### src/hw/snk_sram_pkg.sv
// ========================================================================
// Shared widths, depth and structs for the sink SRAM controller unit
// SRAM_DEPTH must be a power of two so the FIFO pointers wrap freely
// SIZE_WIDTH must stay wider than CNT_WIDTH for the counter arithmetic
// ========================================================================

package snk_sram_pkg;

        // ================================================================
        // Widths and depth
        // ================================================================

        // One data beat
        localparam int DATA_WIDTH = 64;

        // FIFO storage in beats
        localparam int SRAM_DEPTH = 16;
        localparam int ADDR_WIDTH = $clog2(SRAM_DEPTH);

        // Counters must be able to hold SRAM_DEPTH itself
        localparam int CNT_WIDTH = ADDR_WIDTH + 1;

        // Beat count carried by allocation and drain requests
        localparam int SIZE_WIDTH = 8;

        // ================================================================
        // Shared types
        // ================================================================

        typedef logic [DATA_WIDTH-1:0] beat_t;

        // Single-cycle request strobe with a beat count
        typedef struct packed {
                logic                  req;
                logic [SIZE_WIDTH-1:0] size;
        } size_req_t;

        // Latency bridge debug flags
        typedef struct packed {
                logic pending;
                logic out_valid;
        } bridge_dbg_t;

endpackage

### src/hw/alloc_ctrl.sv
// ========================================================================
// Free-space counter for the producer side
// Requests are strobes with no ready and are always taken
// Producer must never ask for more than the reported free space
// ========================================================================

`timescale 1ns/100ps

module alloc_ctrl import snk_sram_pkg::*; (
        input  logic                 clk,
        input  logic                 rst_n,
        // Space reservation from the producer
        input  size_req_t            alloc,
        // One beat left the unit on the drain side
        input  logic                 release_beat,
        output logic [CNT_WIDTH-1:0] space_free
);

        // Extra headroom bit so a bad request shows up as a wrap
        logic [SIZE_WIDTH:0] next_free;

        // Credit the released beat, then debit the request
        always_comb begin
                next_free = {{(SIZE_WIDTH + 1 - CNT_WIDTH){1'b0}}, space_free};
                next_free = next_free + {{SIZE_WIDTH{1'b0}}, release_beat};
                if (alloc.req) begin
                        next_free = next_free - {1'b0, alloc.size};
                end
        end

        // Whole FIFO is free out of reset
        always_ff @(posedge clk or negedge rst_n) begin
                if (!rst_n) begin
                        space_free <= CNT_WIDTH'(SRAM_DEPTH);
                end else begin
                        space_free <= next_free[CNT_WIDTH-1:0];
                end
        end

        // ================================================================
        // Checks
        // ================================================================

        // Request larger than the space on hand
        a_no_underflow : assert property (
                @(posedge clk) disable iff (!rst_n)
                alloc.req |-> (int'(alloc.size) <= int'(space_free) + int'(release_beat))
        ) else $error("alloc_ctrl: allocation of %0d exceeds free space %0d",
                      alloc.size, space_free);

        // More beats released than were ever reserved
        a_no_overflow : assert property (
                @(posedge clk) disable iff (!rst_n)
                int'(space_free) <= SRAM_DEPTH
        ) else $error("alloc_ctrl: free space %0d above depth", space_free);

endmodule

### src/hw/drain_ctrl.sv
// ========================================================================
// Available-data counter for the consumer side
// Counts beats written and not yet claimed by a drain request
// Beats sitting in the latency bridge are still part of this count
// ========================================================================

`timescale 1ns/100ps

module drain_ctrl import snk_sram_pkg::*; (
        input  logic                 clk,
        input  logic                 rst_n,
        // Fill handshake pulse
        input  logic                 written_beat,
        // Claim from the consumer
        input  size_req_t            drain,
        output logic [CNT_WIDTH-1:0] data_available
);

        // Headroom bit keeps the arithmetic clean before truncation
        logic [SIZE_WIDTH:0] next_avail;

        // One beat in per fill, a whole request out per claim
        always_comb begin
                next_avail = {{(SIZE_WIDTH + 1 - CNT_WIDTH){1'b0}}, data_available};
                next_avail = next_avail + {{SIZE_WIDTH{1'b0}}, written_beat};
                if (drain.req) begin
                        next_avail = next_avail - {1'b0, drain.size};
                end
        end

        // Nothing stored after reset
        always_ff @(posedge clk or negedge rst_n) begin
                if (!rst_n) begin
                        data_available <= '0;
                end else begin
                        data_available <= next_avail[CNT_WIDTH-1:0];
                end
        end

        // ================================================================
        // Checks
        // ================================================================

        // Consumer must only claim what it was told is there
        a_claim_in_range : assert property (
                @(posedge clk) disable iff (!rst_n)
                drain.req |-> (int'(drain.size) <= int'(data_available))
        ) else $error("drain_ctrl: drain of %0d exceeds available %0d",
                      drain.size, data_available);

        // Stored beats never exceed what FIFO plus bridge can hold
        a_avail_bound : assert property (
                @(posedge clk) disable iff (!rst_n)
                int'(data_available) <= SRAM_DEPTH + 2
        ) else $error("drain_ctrl: available count %0d too large", data_available);

endmodule

### src/hw/sync_fifo.sv
// ========================================================================
// Single-clock beat FIFO with a registered read port
// Reads are self-issued whenever data is present and the reader has room
// Read data and its valid arrive one cycle after the read
// ========================================================================

`timescale 1ns/100ps

module sync_fifo import snk_sram_pkg::*; (
        input  logic                 clk,
        input  logic                 rst_n,
        // Write side
        input  logic                 wr_valid,
        output logic                 wr_ready,
        input  beat_t                wr_data,
        // Downstream can take one more read
        input  logic                 room,
        // Read side, one cycle behind the read
        output logic                 rd_data_valid,
        output beat_t                rd_data,
        output logic [CNT_WIDTH-1:0] count
);

        // Storage array, no reset
        beat_t mem [SRAM_DEPTH];

        logic [ADDR_WIDTH-1:0] wr_ptr;
        logic [ADDR_WIDTH-1:0] rd_ptr;
        logic                  wr_fire;
        logic                  rd_en;

        // ================================================================
        // Handshakes
        // ================================================================

        // Full exactly at depth
        assign wr_ready = (count != CNT_WIDTH'(SRAM_DEPTH));
        assign wr_fire  = wr_valid & wr_ready;

        // Self-issued read
        assign rd_en    = (count != '0) & room;

        // ================================================================
        // Memory
        // ================================================================

        always_ff @(posedge clk) begin
                if (wr_fire) begin
                        mem[wr_ptr] <= wr_data;
                end
        end

        // Registered read port
        always_ff @(posedge clk) begin
                if (rd_en) begin
                        rd_data <= mem[rd_ptr];
                end
        end

        // ================================================================
        // Pointers, occupancy and read valid
        // ================================================================

        always_ff @(posedge clk or negedge rst_n) begin
                if (!rst_n) begin
                        wr_ptr        <= '0;
                        rd_ptr        <= '0;
                        count         <= '0;
                        rd_data_valid <= 1'b0;
                end else begin
                        // Power-of-two depth, pointers wrap on their own
                        if (wr_fire) begin
                                wr_ptr <= wr_ptr + 1'b1;
                        end
                        if (rd_en) begin
                                rd_ptr <= rd_ptr + 1'b1;
                        end
                        case ({wr_fire, rd_en})
                                2'b10:   count <= count + 1'b1;
                                2'b01:   count <= count - 1'b1;
                                default: count <= count;
                        endcase
                        rd_data_valid <= rd_en;
                end
        end

        // ================================================================
        // Checks
        // ================================================================

        // Pointer distance tracks occupancy, a write while full would break it
        a_ptr_count : assert property (
                @(posedge clk) disable iff (!rst_n)
                (wr_ptr - rd_ptr) == count[ADDR_WIDTH-1:0]
        ) else $error("sync_fifo: pointers and count disagree");

        a_count_bound : assert property (
                @(posedge clk) disable iff (!rst_n)
                int'(count) <= SRAM_DEPTH
        ) else $error("sync_fifo: count %0d above depth", count);

endmodule

### src/hw/latency_bridge.sv
// ========================================================================
// Two-entry skid queue behind a one-cycle-latency read port
// Input has no ready, the source may only read while room is high
// Room looks at this cycle's pop, so it is combinational from m_ready
// ========================================================================

`timescale 1ns/100ps

module latency_bridge import snk_sram_pkg::*; (
        input  logic        clk,
        input  logic        rst_n,
        // Read data from the FIFO, always captured
        input  logic        s_valid,
        input  beat_t       s_data,
        // Next read will fit
        output logic        room,
        // Output stream
        output logic        m_valid,
        input  logic        m_ready,
        output beat_t       m_data,
        output logic [1:0]  occupancy,
        output bridge_dbg_t dbg
);

        // Two payload slots, no reset
        beat_t slot [2];

        logic       wr_sel;
        logic       rd_sel;
        logic       push;
        logic       pop;
        logic [1:0] occ_next;

        // ================================================================
        // Queue control
        // ================================================================

        // Data in flight is always taken
        assign push    = s_valid;
        assign m_valid = (occupancy != 2'd0);
        assign pop     = m_valid & m_ready;

        // Head stays put until the beat is accepted
        assign m_data  = slot[rd_sel];

        // Occupancy plus the pending read, less the beat leaving now
        always_comb begin
                occ_next = occupancy;
                if (push && !pop) begin
                        occ_next = occupancy + 2'd1;
                end else if (!push && pop) begin
                        occ_next = occupancy - 2'd1;
                end
        end

        // A read issued now lands after this edge, one slot must stay open
        assign room = (occ_next != 2'd2);

        always_ff @(posedge clk) begin
                if (push) begin
                        slot[wr_sel] <= s_data;
                end
        end

        always_ff @(posedge clk or negedge rst_n) begin
                if (!rst_n) begin
                        wr_sel    <= 1'b0;
                        rd_sel    <= 1'b0;
                        occupancy <= 2'd0;
                end else begin
                        if (push) begin
                                wr_sel <= ~wr_sel;
                        end
                        if (pop) begin
                                rd_sel <= ~rd_sel;
                        end
                        occupancy <= occ_next;
                end
        end

        // Debug view
        assign dbg = '{pending: s_valid, out_valid: m_valid};

        // ================================================================
        // Checks
        // ================================================================

        // Room gating one cycle earlier must keep full and arrival apart
        a_no_overflow : assert property (
                @(posedge clk) disable iff (!rst_n)
                s_valid |-> (occupancy != 2'd2)
        ) else $error("latency_bridge: read data arrived while full");

endmodule

### src/hw/snk_sram_controller_unit.sv
// ========================================================================
// Single-channel sink buffer between network slave and AXI write engine
// Allocation and drain requests are one-cycle strobes without ready
// Free space is reported two cycles after the event, data one cycle
// ========================================================================

`timescale 1ns/100ps

module snk_sram_controller_unit import snk_sram_pkg::*; (
        input  logic                 clk,
        input  logic                 rst_n,

        // ================================================================
        // Fill side, network slave
        // ================================================================
        input  size_req_t            fill_alloc,
        output logic [CNT_WIDTH-1:0] fill_space_free,
        input  logic                 fill_valid,
        output logic                 fill_ready,
        input  beat_t                fill_data,

        // ================================================================
        // Drain side, AXI write engine
        // ================================================================
        input  size_req_t            drain,
        output logic [CNT_WIDTH-1:0] drain_data_avail,
        output logic                 drain_valid,
        input  logic                 drain_ready,
        output beat_t                drain_data,

        output bridge_dbg_t          dbg
);

        // Handshake pulses for the accounting
        logic                 fill_fire;
        logic                 drain_fire;

        logic [CNT_WIDTH-1:0] space_free_cnt;

        // FIFO to bridge
        logic                 fifo_rd_valid;
        beat_t                fifo_rd_data;
        logic                 bridge_room;

        // Status
        logic [CNT_WIDTH-1:0] fifo_count;
        logic [1:0]           bridge_occupancy;

        assign fill_fire  = fill_valid & fill_ready;
        assign drain_fire = drain_valid & drain_ready;

        // Space is returned only when a beat leaves the unit
        alloc_ctrl u_alloc_ctrl (
                .clk          (clk),
                .rst_n        (rst_n),
                .alloc        (fill_alloc),
                .release_beat (drain_fire),
                .space_free   (space_free_cnt)
        );

        // Bridge beats stay in this count, they were counted on write
        drain_ctrl u_drain_ctrl (
                .clk            (clk),
                .rst_n          (rst_n),
                .written_beat   (fill_fire),
                .drain          (drain),
                .data_available (drain_data_avail)
        );

        sync_fifo u_fifo (
                .clk           (clk),
                .rst_n         (rst_n),
                .wr_valid      (fill_valid),
                .wr_ready      (fill_ready),
                .wr_data       (fill_data),
                .room          (bridge_room),
                .rd_data_valid (fifo_rd_valid),
                .rd_data       (fifo_rd_data),
                .count         (fifo_count)
        );

        latency_bridge u_bridge (
                .clk       (clk),
                .rst_n     (rst_n),
                .s_valid   (fifo_rd_valid),
                .s_data    (fifo_rd_data),
                .room      (bridge_room),
                .m_valid   (drain_valid),
                .m_ready   (drain_ready),
                .m_data    (drain_data),
                .occupancy (bridge_occupancy),
                .dbg       (dbg)
        );

        // Output register keeps the producer off the counter logic
        always_ff @(posedge clk or negedge rst_n) begin
                if (!rst_n) begin
                        fill_space_free <= CNT_WIDTH'(SRAM_DEPTH);
                end else begin
                        fill_space_free <= space_free_cnt;
                end
        end

        // FIFO, read in flight and bridge never hold more than depth plus two
        a_storage_bound : assert property (
                @(posedge clk) disable iff (!rst_n)
                int'(fifo_count) + int'(fifo_rd_valid) + int'(bridge_occupancy)
                        <= SRAM_DEPTH + 2
        ) else $error("snk_sram_controller_unit: stored beats exceed capacity");

endmodule

### config.mk
export PLATFORM = sky130hd
export DESIGN_NAME = snk_sram_controller_unit
export DESIGN_NICKNAME = d
export VERILOG_FILES = /design/src/hw/snk_sram_pkg.sv /design/src/hw/alloc_ctrl.sv /design/src/hw/drain_ctrl.sv /design/src/hw/sync_fifo.sv /design/src/hw/latency_bridge.sv /design/src/hw/snk_sram_controller_unit.sv
export SDC_FILE = /design/constraint.sdc
export NUM_CORES = 1
export LEC_CHECK = 0
export BUFFER_PORTS_ARGS = -buffer_cell sky130_fd_sc_hd__buf_2
export CORE_ASPECT_RATIO = 1.4
export CORE_UTILIZATION = 27
export DETAILED_ROUTE_END_ITERATION = 16
export HOLD_SLACK_MARGIN = 0.08
export PLACE_DENSITY = 0.47
export RECOVER_POWER = 50
export REMOVE_ABC_BUFFERS = 1
export SYNTH_ARGS = -nofsm -noshare
export SYNTH_HDL_FRONTEND = slang
export SYNTH_SLANG_ARGS = --single-unit
export TNS_END_PERCENT = 50
### constraint.sdc
create_clock -name clk -period 8.9 [get_ports clk]
set_input_delay 0.89 -clock clk [delete_from_list [all_inputs] [get_ports clk]]
set_output_delay 0.89 -clock clk [all_outputs]
set_load 0.03 [all_outputs]
== Word level (Yosys, flattened, before mapping) ==
Memory sizes are Yosys's and may differ from the RTL's. A register that Yosys moved wholly into a read port is not among the register bits.
Cells that the tools add are included.

* Reductions and logical operators: 7
* $add $sub $neg: 10
* Bitwise operators: 5
* Multiplexer cells: 9
* Equality and inequality tests: 4

{| class="wikitable"
|+ Operators with widths
! kind !! number
|-
| $add 5x1->5 || 2
|-
| $mux 5 || 2
|-
| $pmux 5 s2 || 1
|-
| $sub 5x5->5 || 2
|-
| $add 4x1->4 const B || 2
|-
| $add 5x1->5 const B || 1
|-
| $ne 5x5->1 const B || 1
|-
| $reduce_bool 5->1 || 1
|-
| $sub 5x1->5 const B || 1
|-
| $mux 1 || 4
|-
| $mux 2 || 2
|-
| $reduce_bool 2->1 || 2
|-
| $and 1x1->1 || 3
|-
| $add 2x1->2 const B || 1
|-
| $eq 2x1->1 const B || 1
|-
| $eq 2x2->1 const B || 1
|-
| $logic_and 1x1->1 || 2
|-
| $logic_not 1->1 || 2
|-
| $ne 2x2->1 const B || 1
|-
| $not 1->1 || 2
|-
| $sub 2x1->2 const B || 1
|}

* Memories: 2
* RAM bits: 1152
* Register bits: 33

{| class="wikitable"
|+ Memory list
! name !! words !! width !! rd ports !! clocked after Yosys merged registers in !! write ports !! RTL line !! text
|-
| u_fifo.mem || 16 || 64 || 1 || 1 || 1 || sync_fifo.sv:25 || <nowiki>beat_t mem [SRAM_DEPTH];</nowiki>
|-
| u_bridge.slot || 2 || 64 || 1 || 0 || 1 || latency_bridge.sv:26 || <nowiki>beat_t slot [2];</nowiki>
|}

== Logic depth before layout (Yosys ltp) ==
Gate-level depths: netlist of run 1.

* Word-level depth: 9
* Mapped depth: 14
* Mapped depth without buffers: 13

== Hierarchy ==
A second synthesis of run 1 with hierarchy kept.

* Cells, all modules: 2378
* Area total of the unflattened synthesis: 47875.9 µm²

{| class="wikitable"
|+ Modules (own cells, without submodules)
! module !! times used !! cells each !! area an instance (µm²) !! sequential area each (µm²)
|-
| sync_fifo || 1 || 2056 || 41995.3 || 33021.7
|-
| latency_bridge || 1 || 227 || 4897.2 || 3943.8
|-
| alloc_ctrl || 1 || 44 || 422.9 || 126.4
|-
| drain_ctrl || 1 || 44 || 421.7 || 125.1
|-
| snk_sram_controller_unit || 1 || 7 || 138.9 || 126.4
|}

== Worst setup path after synthesis of run 1 ==
No wires, ideal clock.

* Path type: input-to-reg
* From: input fill_valid
* To: memory u_fifo.mem[3][0] (netlist bit), enable pin
* Setup time: 0.644 ns
* Arrival time: 7.047 ns
* Stages on the path: 2
* Path slack: 1.209 ns
* Cells stage by stage: nand2_2 -> nor4_1

* Longest elaborated chain between the ends: 3

{| class="wikitable"
|+ Ends and longest elaborated chain
! element !! RTL line !! text
|-
| start: declaration || snk_sram_controller_unit.sv:18 || <nowiki>input logic fill_valid,</nowiki>
|-
| $and 1x1->1 || sync_fifo.sv:38 || <nowiki>assign wr_fire = wr_valid & wr_ready;</nowiki>
|-
| $mux 1 || sync_fifo.sv:48 || <nowiki>if (wr_fire) begin</nowiki>
|-
| $mux 1 (implied by the code) || sync_fifo.sv:49 || <nowiki>mem[wr_ptr] <= wr_data;</nowiki>
|-
| end: declaration || sync_fifo.sv:25 ||
|}

No other way between the ends.

== Worst setup path after layout of run 1 ==
* From: register u_fifo.count[0]
* To: memory u_fifo.mem[3][6] (netlist bit), enable pin

* Longest elaborated chain between the ends: 4

{| class="wikitable"
|+ Ends and longest elaborated chain
! element !! RTL line !! text
|-
| start: declaration || sync_fifo.sv:21 || <nowiki>output logic [CNT_WIDTH-1:0] count</nowiki>
|-
| start signal: assignment || sync_fifo.sv:79 || <nowiki>2'b10: count <= count + 1'b1;</nowiki>
|-
| start signal: assignment || sync_fifo.sv:80 || <nowiki>2'b01: count <= count - 1'b1;</nowiki>
|-
| start signal: assignment || sync_fifo.sv:81 || <nowiki>default: count <= count;</nowiki>
|-
| $ne 5x5->1 || sync_fifo.sv:37 || <nowiki>assign wr_ready = (count != CNT_WIDTH'(SRAM_DEPTH));</nowiki>
|-
| $and 1x1->1 || sync_fifo.sv:38 ||
|-
| $mux 1 || sync_fifo.sv:48 ||
|-
| $mux 1 (implied by the code) || sync_fifo.sv:49 ||
|}

No other way between the ends.

==> results.json, run 1 <==
{
  "ctsResizeCount": 0,
  "ctsLongestPathBuffers": 3,
  "timing.slew.headroom_pct": -157.0,
  "synth-warning-count": 0,
  "irDropWorstVdd_mv": 0.2810,
  "clock_latency_ns": 0.75,
  "drcViolationCount": 0,
  "synth_edf_count": 1216,
  "post_drt_via_cell_ratio": 4.560,
  "skew_ns": 0.05686,
  "hold-path-cell-count": 0,
  "fin_crit_ns": 5.233,
  "maxCapViolCount": 5,
  "power.leakage_uw": 0.01709,
  "hp-class": "reg2reg",
  "worst-r2r-cell-count": 6,
  "hold_ws_ns": 0.3794,
  "synth_area_sq_um": 46770,
  "r2r_start": "u_fifo.count[0]",
  "synth_fa_ha_area_share_pct": 0.7170,
  "cp-end-kind": "flop",
  "die_w_um": 353.7,
  "violations": "capacitance limit, slew limit",
  "synth_compound_area_share_pct": 2.453,
  "cts_root_buf": "clkbuf_16",
  "finalSetupViolations": 0,
  "required_ns": 9.24,
  "path_clk_slew_ns": 0.06,
  "p_sw_uw": 5999,
  "antenna_found_initial": 23,
  "boundaryPins": 164,
  "grt_pass1_wl_um": 162000,
  "h-tree-depth": 3,
  "slew_violations": 166,
  "synthFlopType": "edfxtp_1",
  "r2r_slack_ns": 3.67,
  "timing.final.crit_share_pct": 58.80,
  "vias": 21130,
  "min_to": "fill_space_free[4]",
  "place.port_buffers": 157,
  "final_nets": 2360,
  "cts_inserted_buffers": 120,
  "place_inst": 4402,
  "antenna_left": 0,
  "core_area_sq_um": 171800,
  "cts_hold_buf": 0,
  "place_hpwl_um": 57770,
  "synth_top_family_by_area": "multiplexers",
  "syn_inst": 2030,
  "tritoncts": "built",
  "cts_sinks": 1249,
  "path_max_fanout": 38,
  "overflow": 0,
  "synthTopCellsByArea": "edfxtp_1 78%, mux4_2 12%, a22oi_1 2.1%",
  "wire_per_inst_um": 24.52,
  "clkPwrFrac_pct": 27.7,
  "ys_ff_latch": 1249,
  "totalWireLength_um": 113600,
  "status": "finished with violations",
  "die_area_sq_um": 174900,
  "crit_path_start": "u_fifo.count[0]",
  "final_cells": 4634,
  "use_met2_pct": 22.37,
  "clock.fmax_mhz": 191.1,
  "power_density_nw_per_um2": 347.6,
  "use_met3_pct": 2.230,
  "grtUsageMet1_pct": 16.62,
  "routabilityCongestion": 0.7171,
  "drive_above_1_share_pct": 27.35,
  "die_h_um": 494.4,
  "grt_use_total_pct": 12.94,
  "initial_core_util_pct": 27.21,
  "dr.pass1.iters": 7,
  "grt_max_degree": 107,
  "synthTopCellsByCount": "1,216 x edfxtp_1, 256 x mux4_2, 128 x a22oi_1, 74 x nand2_1, 64 x mux2_2",
  "drt_iter0_drc": 1802,
  "synth_xor_area_share_pct": 0.4869,
  "final_core_util_pct": 31.56,
  "path_class": "reg2reg",
  "rsz0062_at_grt": "no",
  "critical_path_arrival_ns": 5.58,
  "p_sw_share_pct": 31.82,
  "worstSetupStartpointType": "flop",
  "synth-simple-area-share_pct": 1.185,
  "grt_most_used_layer": "met2",
  "hold_viol": 0,
  "hp-start": "u_alloc_ctrl.space_free[4]",
  "rows": 180,
  "reg2reg_to": "u_fifo.mem[3][6]",
  "yosysMostFrequentCell": "edfxtp_1",
  "async_flop_share_pct": 2.642,
  "grt_pass1_vias": 22680,
  "area_growth_syn_to_layout_pct": 15.97,
  "synth_area_leader_cell": "edfxtp_1",
  "synthMuxAreaShare_pct": 13.94,
  "post_cts_buffers": 0,
  "total_power_uw": 18850,
  "fin_tns_setup_ns": 0,
  "synth_cell_types": 38,
  "ys_seq_area_share_pct": 79.85,
  "internal-power_uw": 12850,
  "worst-slew-pin-transition_ns": 3.855,
  "syn_area_per_cell_sq_um": 23.04,
  "combPwrFrac_pct": 28.3,
  "synth_top_area_share_pct": 78.08,
  "seqPwrFrac_pct": 44.0
}
[worst max-delay path by stage]
stage	endpoint	cells after the start
after global placement	u_fifo.count[4]	13
after CTS	u_fifo.count[4]	14
after global routing	u_bridge.slot[1][6]	2
final	u_fifo.mem[3][6]	6
after floorplan	u_fifo.rd_data[0]	3
after detailed placement	u_fifo.count[4]	13
[sequential cells by signal, indices dropped and copies added (netlist names), 5 cells and up]
register and cells:
u_alloc_ctrl.space_free 5, u_fifo.mem 1024, u_fifo.count 5, fill_space_free 5, u_drain_ctrl.data_available 5, u_bridge.slot 128
u_fifo.rd_data 64
[cell type report]
| type | count | area (sq um) |
|---|---|---|
| antenna | 4 | 10.01 |
| sequential | 1249 | 37350 |
| multi-input combinational | 654 | 8894 |
| timing repair buffer | 198 | 1018 |
| fill | 16330 | 117600 |
| inverter | 26 | 97.59 |
| clock buffer | 150 | 3178 |
| clock inverter | 78 | 834.6 |
| tap | 2275 | 2846 |
[layer usage]
layer	vias to the layer above	share of wire [%]
met2	517	50
li1	8973	-
met4	14	2.0
met1	11460	43
met3	165	5.0
met5	-	0.072
[per-stage QoR]
step	setup WS, ns	area (sq um)
3_5_place_dp	4.400	50320
3_3_place_gp	4.404	50320
2_1_floorplan	-2.028	46230
4_1_cts	4.650	54340
5_1_grt	3.289	54230
6_report	3.667	54230
[cell usage in the layout (no fill, tap or decap), types with 7 or more instances in the layout]
master,netlist,routed
a21oi_1,10,10
a22oi_1,128,128
buf_2,14,83
buf_4,16,37
bufinv_16,0,16
clkbuf_1,44,102
clkbuf_16,0,122
clkinv_1,1,29
clkinv_2,0,18
dfrtp_1,31,28
edfxtp_1,1216,1216
ha_1,22,22
inv_1,25,25
inv_6,0,7
mux2_2,64,64
mux4_2,256,256
nand2_1,74,75
nor2_1,14,9
xnor2_1,13,13
xor2_1,13,13
[critical path, cell delays in order, from the launching register on]
cell and delay, ns:
dfrtp_1 0.42, nor4_1 0.09, nand2_1 0.14, nand2_1 0.30, nor4_2 0.23, clkbuf_1 2.73
buf_4 0.83
[power groups by stage]
stage | Combinational (uW) | Sequential, uW | Clock [uW]
after detailed placement | 5530 | 8430 | 0
final | 5340 | 8300 | 5210
after global routing | 5800 | 8410 | 5570
after CTS | 5550 | 8310 | 5370
after floorplan | 4050 | 8690 | 0
after global placement | 5470 | 8360 | 0
[kinds of logic (layout without fill, tap and decap cells)]
logic type      after synthesis  count (layout)
flops                      1249            1249
fa+ha+maj                    25              25
simple gates                125             125
compound gates              155             155
buf+inv                     127             452
mux                         323             323
other cells                   0               4
xor+xnor                     26              26
Note: power is estimated with default switching activity, not from simulation.
==> run 2: changes to the inputs <==
==> constraint.sdc (replaced) <==
create_clock -name clk -period 5.3 [get_ports clk]
set_input_delay 0.53 -clock clk [delete_from_list [all_inputs] [get_ports clk]]
set_output_delay 0.53 -clock clk [all_outputs]
set_load 0.03 [all_outputs]
==> run 2 against run 1 <==
The run still ends with capacitance limit, slew limit left; clock skew shrank 0.020 ns; sequential power grew 69%; cell count grew 0.26%; via count shrank 0.22%; largest cell class unchanged; utilization is essentially flat; combinational power grew 68%; flip-flop and latch count is the same; clock power grew 61%; die area is the same; global-route usage shrank 0.16 points.
==> results.json, run 2 (synthesized netlist as in run 1, its figures left out) <==
{
  "status": "finished with violations",
  "violations": "capacitance limit, slew limit",
  "reg_top3": "u_fifo.mem: 1024 flops, u_bridge.slot: 128 flops, u_fifo.rd_data: 64 flops",
  "layout_common_cells": "1,216 x edfxtp_1, 256 x mux4_2, 128 x a22oi_1",
  "h-tree-depth": 3,
  "die_h_um": 494.4,
  "initial_core_util_pct": 27.21,
  "postLayoutSetupSlackWorst_ns": 1.480,
  "timing.slew.headroom_pct": -100.5,
  "critical_path_arrival_ns": 4.20,
  "power.leakage_uw": 0.01710,
  "maxCapViolCount": 5,
  "place_hpwl_um": 58620,
  "irDropWorstVdd_mv": 0.3053,
  "timing.final.crit_share_pct": 72.07,
  "ctsResizeCount": 0,
  "die_w_um": 353.7,
  "slew_violations": 139,
  "power_density_nw_per_um2": 577.4,
  "finalSetupViolations": 0,
  "antenna_found_initial": 24,
  "place.port_buffers": 157,
  "drt_iter0_drc": 1618,
  "final_nets": 2379,
  "area_growth_syn_to_layout_pct": 16.07,
  "drcViolationCount": 0,
  "ctsLongestPathBuffers": 3,
  "wire_per_inst_um": 24.10,
  "routedLengthMet1_um": 48420,
  "die_area_sq_um": 174900,
  "cts_root_buf": "clkbuf_16",
  "slowest_stage": "nor2b_1",
  "place_ws_ns": 1.614,
  "clock.fmax_mhz": 261.8,
  "vias": 21090,
  "boundaryPins": 164,
  "regMostFlops": "u_fifo.mem",
  "rsz0062_at_grt": "no",
  "total_power_uw": 31340,
  "tritoncts": "built",
  "skew_ns": 0.03724,
  "worstSetupStartpointType": "flop",
  "post_cts_buffers": 0,
  "final_common_cell": "edfxtp_1",
  "path_clk_slew_ns": 0.06,
  "fin_crit_ns": 3.820,
  "cts_hold_buf": 5,
  "path_class": "reg2reg",
  "grt_max_degree": 79,
  "grt_pass1_vias": 22810,
  "worst-slew-pin-transition_ns": 3.002,
  "hold_viol": 0,
  "clock_latency_ns": 0.75,
  "totalWireLength_um": 111900,
  "largest_reg_flops": 1024,
  "dr.pass1.iters": 5,
  "overflow": 0,
  "cpPeakStageDelay_ns": 2.25,
  "grt_pass1_wl_um": 161300,
  "worstPathCellList": "nor2b_1 > buf_4",
  "routabilityCongestion": 0.7194,
  "path_max_fanout": 25,
  "top_layer_used": "met5",
  "cts_sinks": 1249,
  "wl_met3_um": 6287,
  "rows": 180,
  "antenna_left": 0,
  "post_drt_via_cell_ratio": 4.539,
  "drive_above_1_share_pct": 27.61,
  "met2_wirelength_um": 55140,
  "core_area_sq_um": 171800,
  "grt_use_total_pct": 12.77,
  "required_ns": 5.68,
  "hp-class": "in2reg",
  "cts_inserted_buffers": 121,
  "cp-end-kind": "flop"
}
==> run 2: cell count changes in the layout (fill, tap and decap cells not counted), sizes merged <==
cell         change
inv              -4
clkinv           -6
buf             +12
clkinvlp         +6
bufinv           -7
dlygate4sd3      +5
clkbuf           +8
diode            -2
==> run 2: layer usage <==
metal,vias to the layer above,track usage (%)
li1,8985,-
met4,24,3.321
met5,-,0
met3,147,2.798
met2,496,21.38
met1,11430,16.73
==> run 2: worst paths after layout <==
check / start / endpoint / slack, ns / cells after the start
max: u_fifo.rd_data_valid / u_bridge.slot[0][30] / 1.48 / 2
min: drain[1] / u_drain_ctrl.data_available[1] / 0.18 / 3
max reg2reg: u_fifo.rd_data_valid / u_bridge.slot[0][30] / 1.48 / 2
min reg2reg: u_alloc_ctrl.space_free[4] / fill_space_free[4] / 0.38 / 0
max in group asynchronous: rst_n / u_fifo.rd_ptr[1] / 2.97 / 2
min in group asynchronous: rst_n / u_alloc_ctrl.space_free[3] / 0.90 / 2
==> run 2: critical path: cells and delay by family (launching register included) <==
kind,cells,cell delay (ns)
buffers and inverters,1,0.65
flip-flops,1,0.53
AND/OR/NAND/NOR,1,2.25
==> run 2: cell type report <==
cell class / count / area (sq um)
Multi-Input combinational cell: 654 / 8884
Timing Repair Buffer: 216 / 1240
Fill cell: 16310 / 117600
Clock buffer: 157 / 3214
Tap cell: 2275 / 2846
Sequential cell: 1249 / 37350
Inverter: 26 / 97.59
Antenna cell: 2 / 5.005
Clock inverter: 67 / 638.1
==> run 2: through the flow <==
stage                     area [sq um]  util (%)  TNS [ns]  hold slack [ns]  std cells
after floorplan                  46230         -  -1147.92           0.2344       1929
after global placement           50500     29.39         0           0.3658       4415
after detailed placement         50500     29.39         0           0.3649       4415
after CTS                        54400     31.66         0          0.08599       4644
after global routing             54280     31.59         0           0.1424       4645
final                            54280     31.59         0           0.1772       4646
==> run 2: report_power, final <==
group	switching, uW	internal [uW]	leakage (uW)
Combinational	5480	3480	0.00373
Clock	3700	4720	0.00185
Sequential	823	13100	0.0115
Total	10000	21300	0.0171
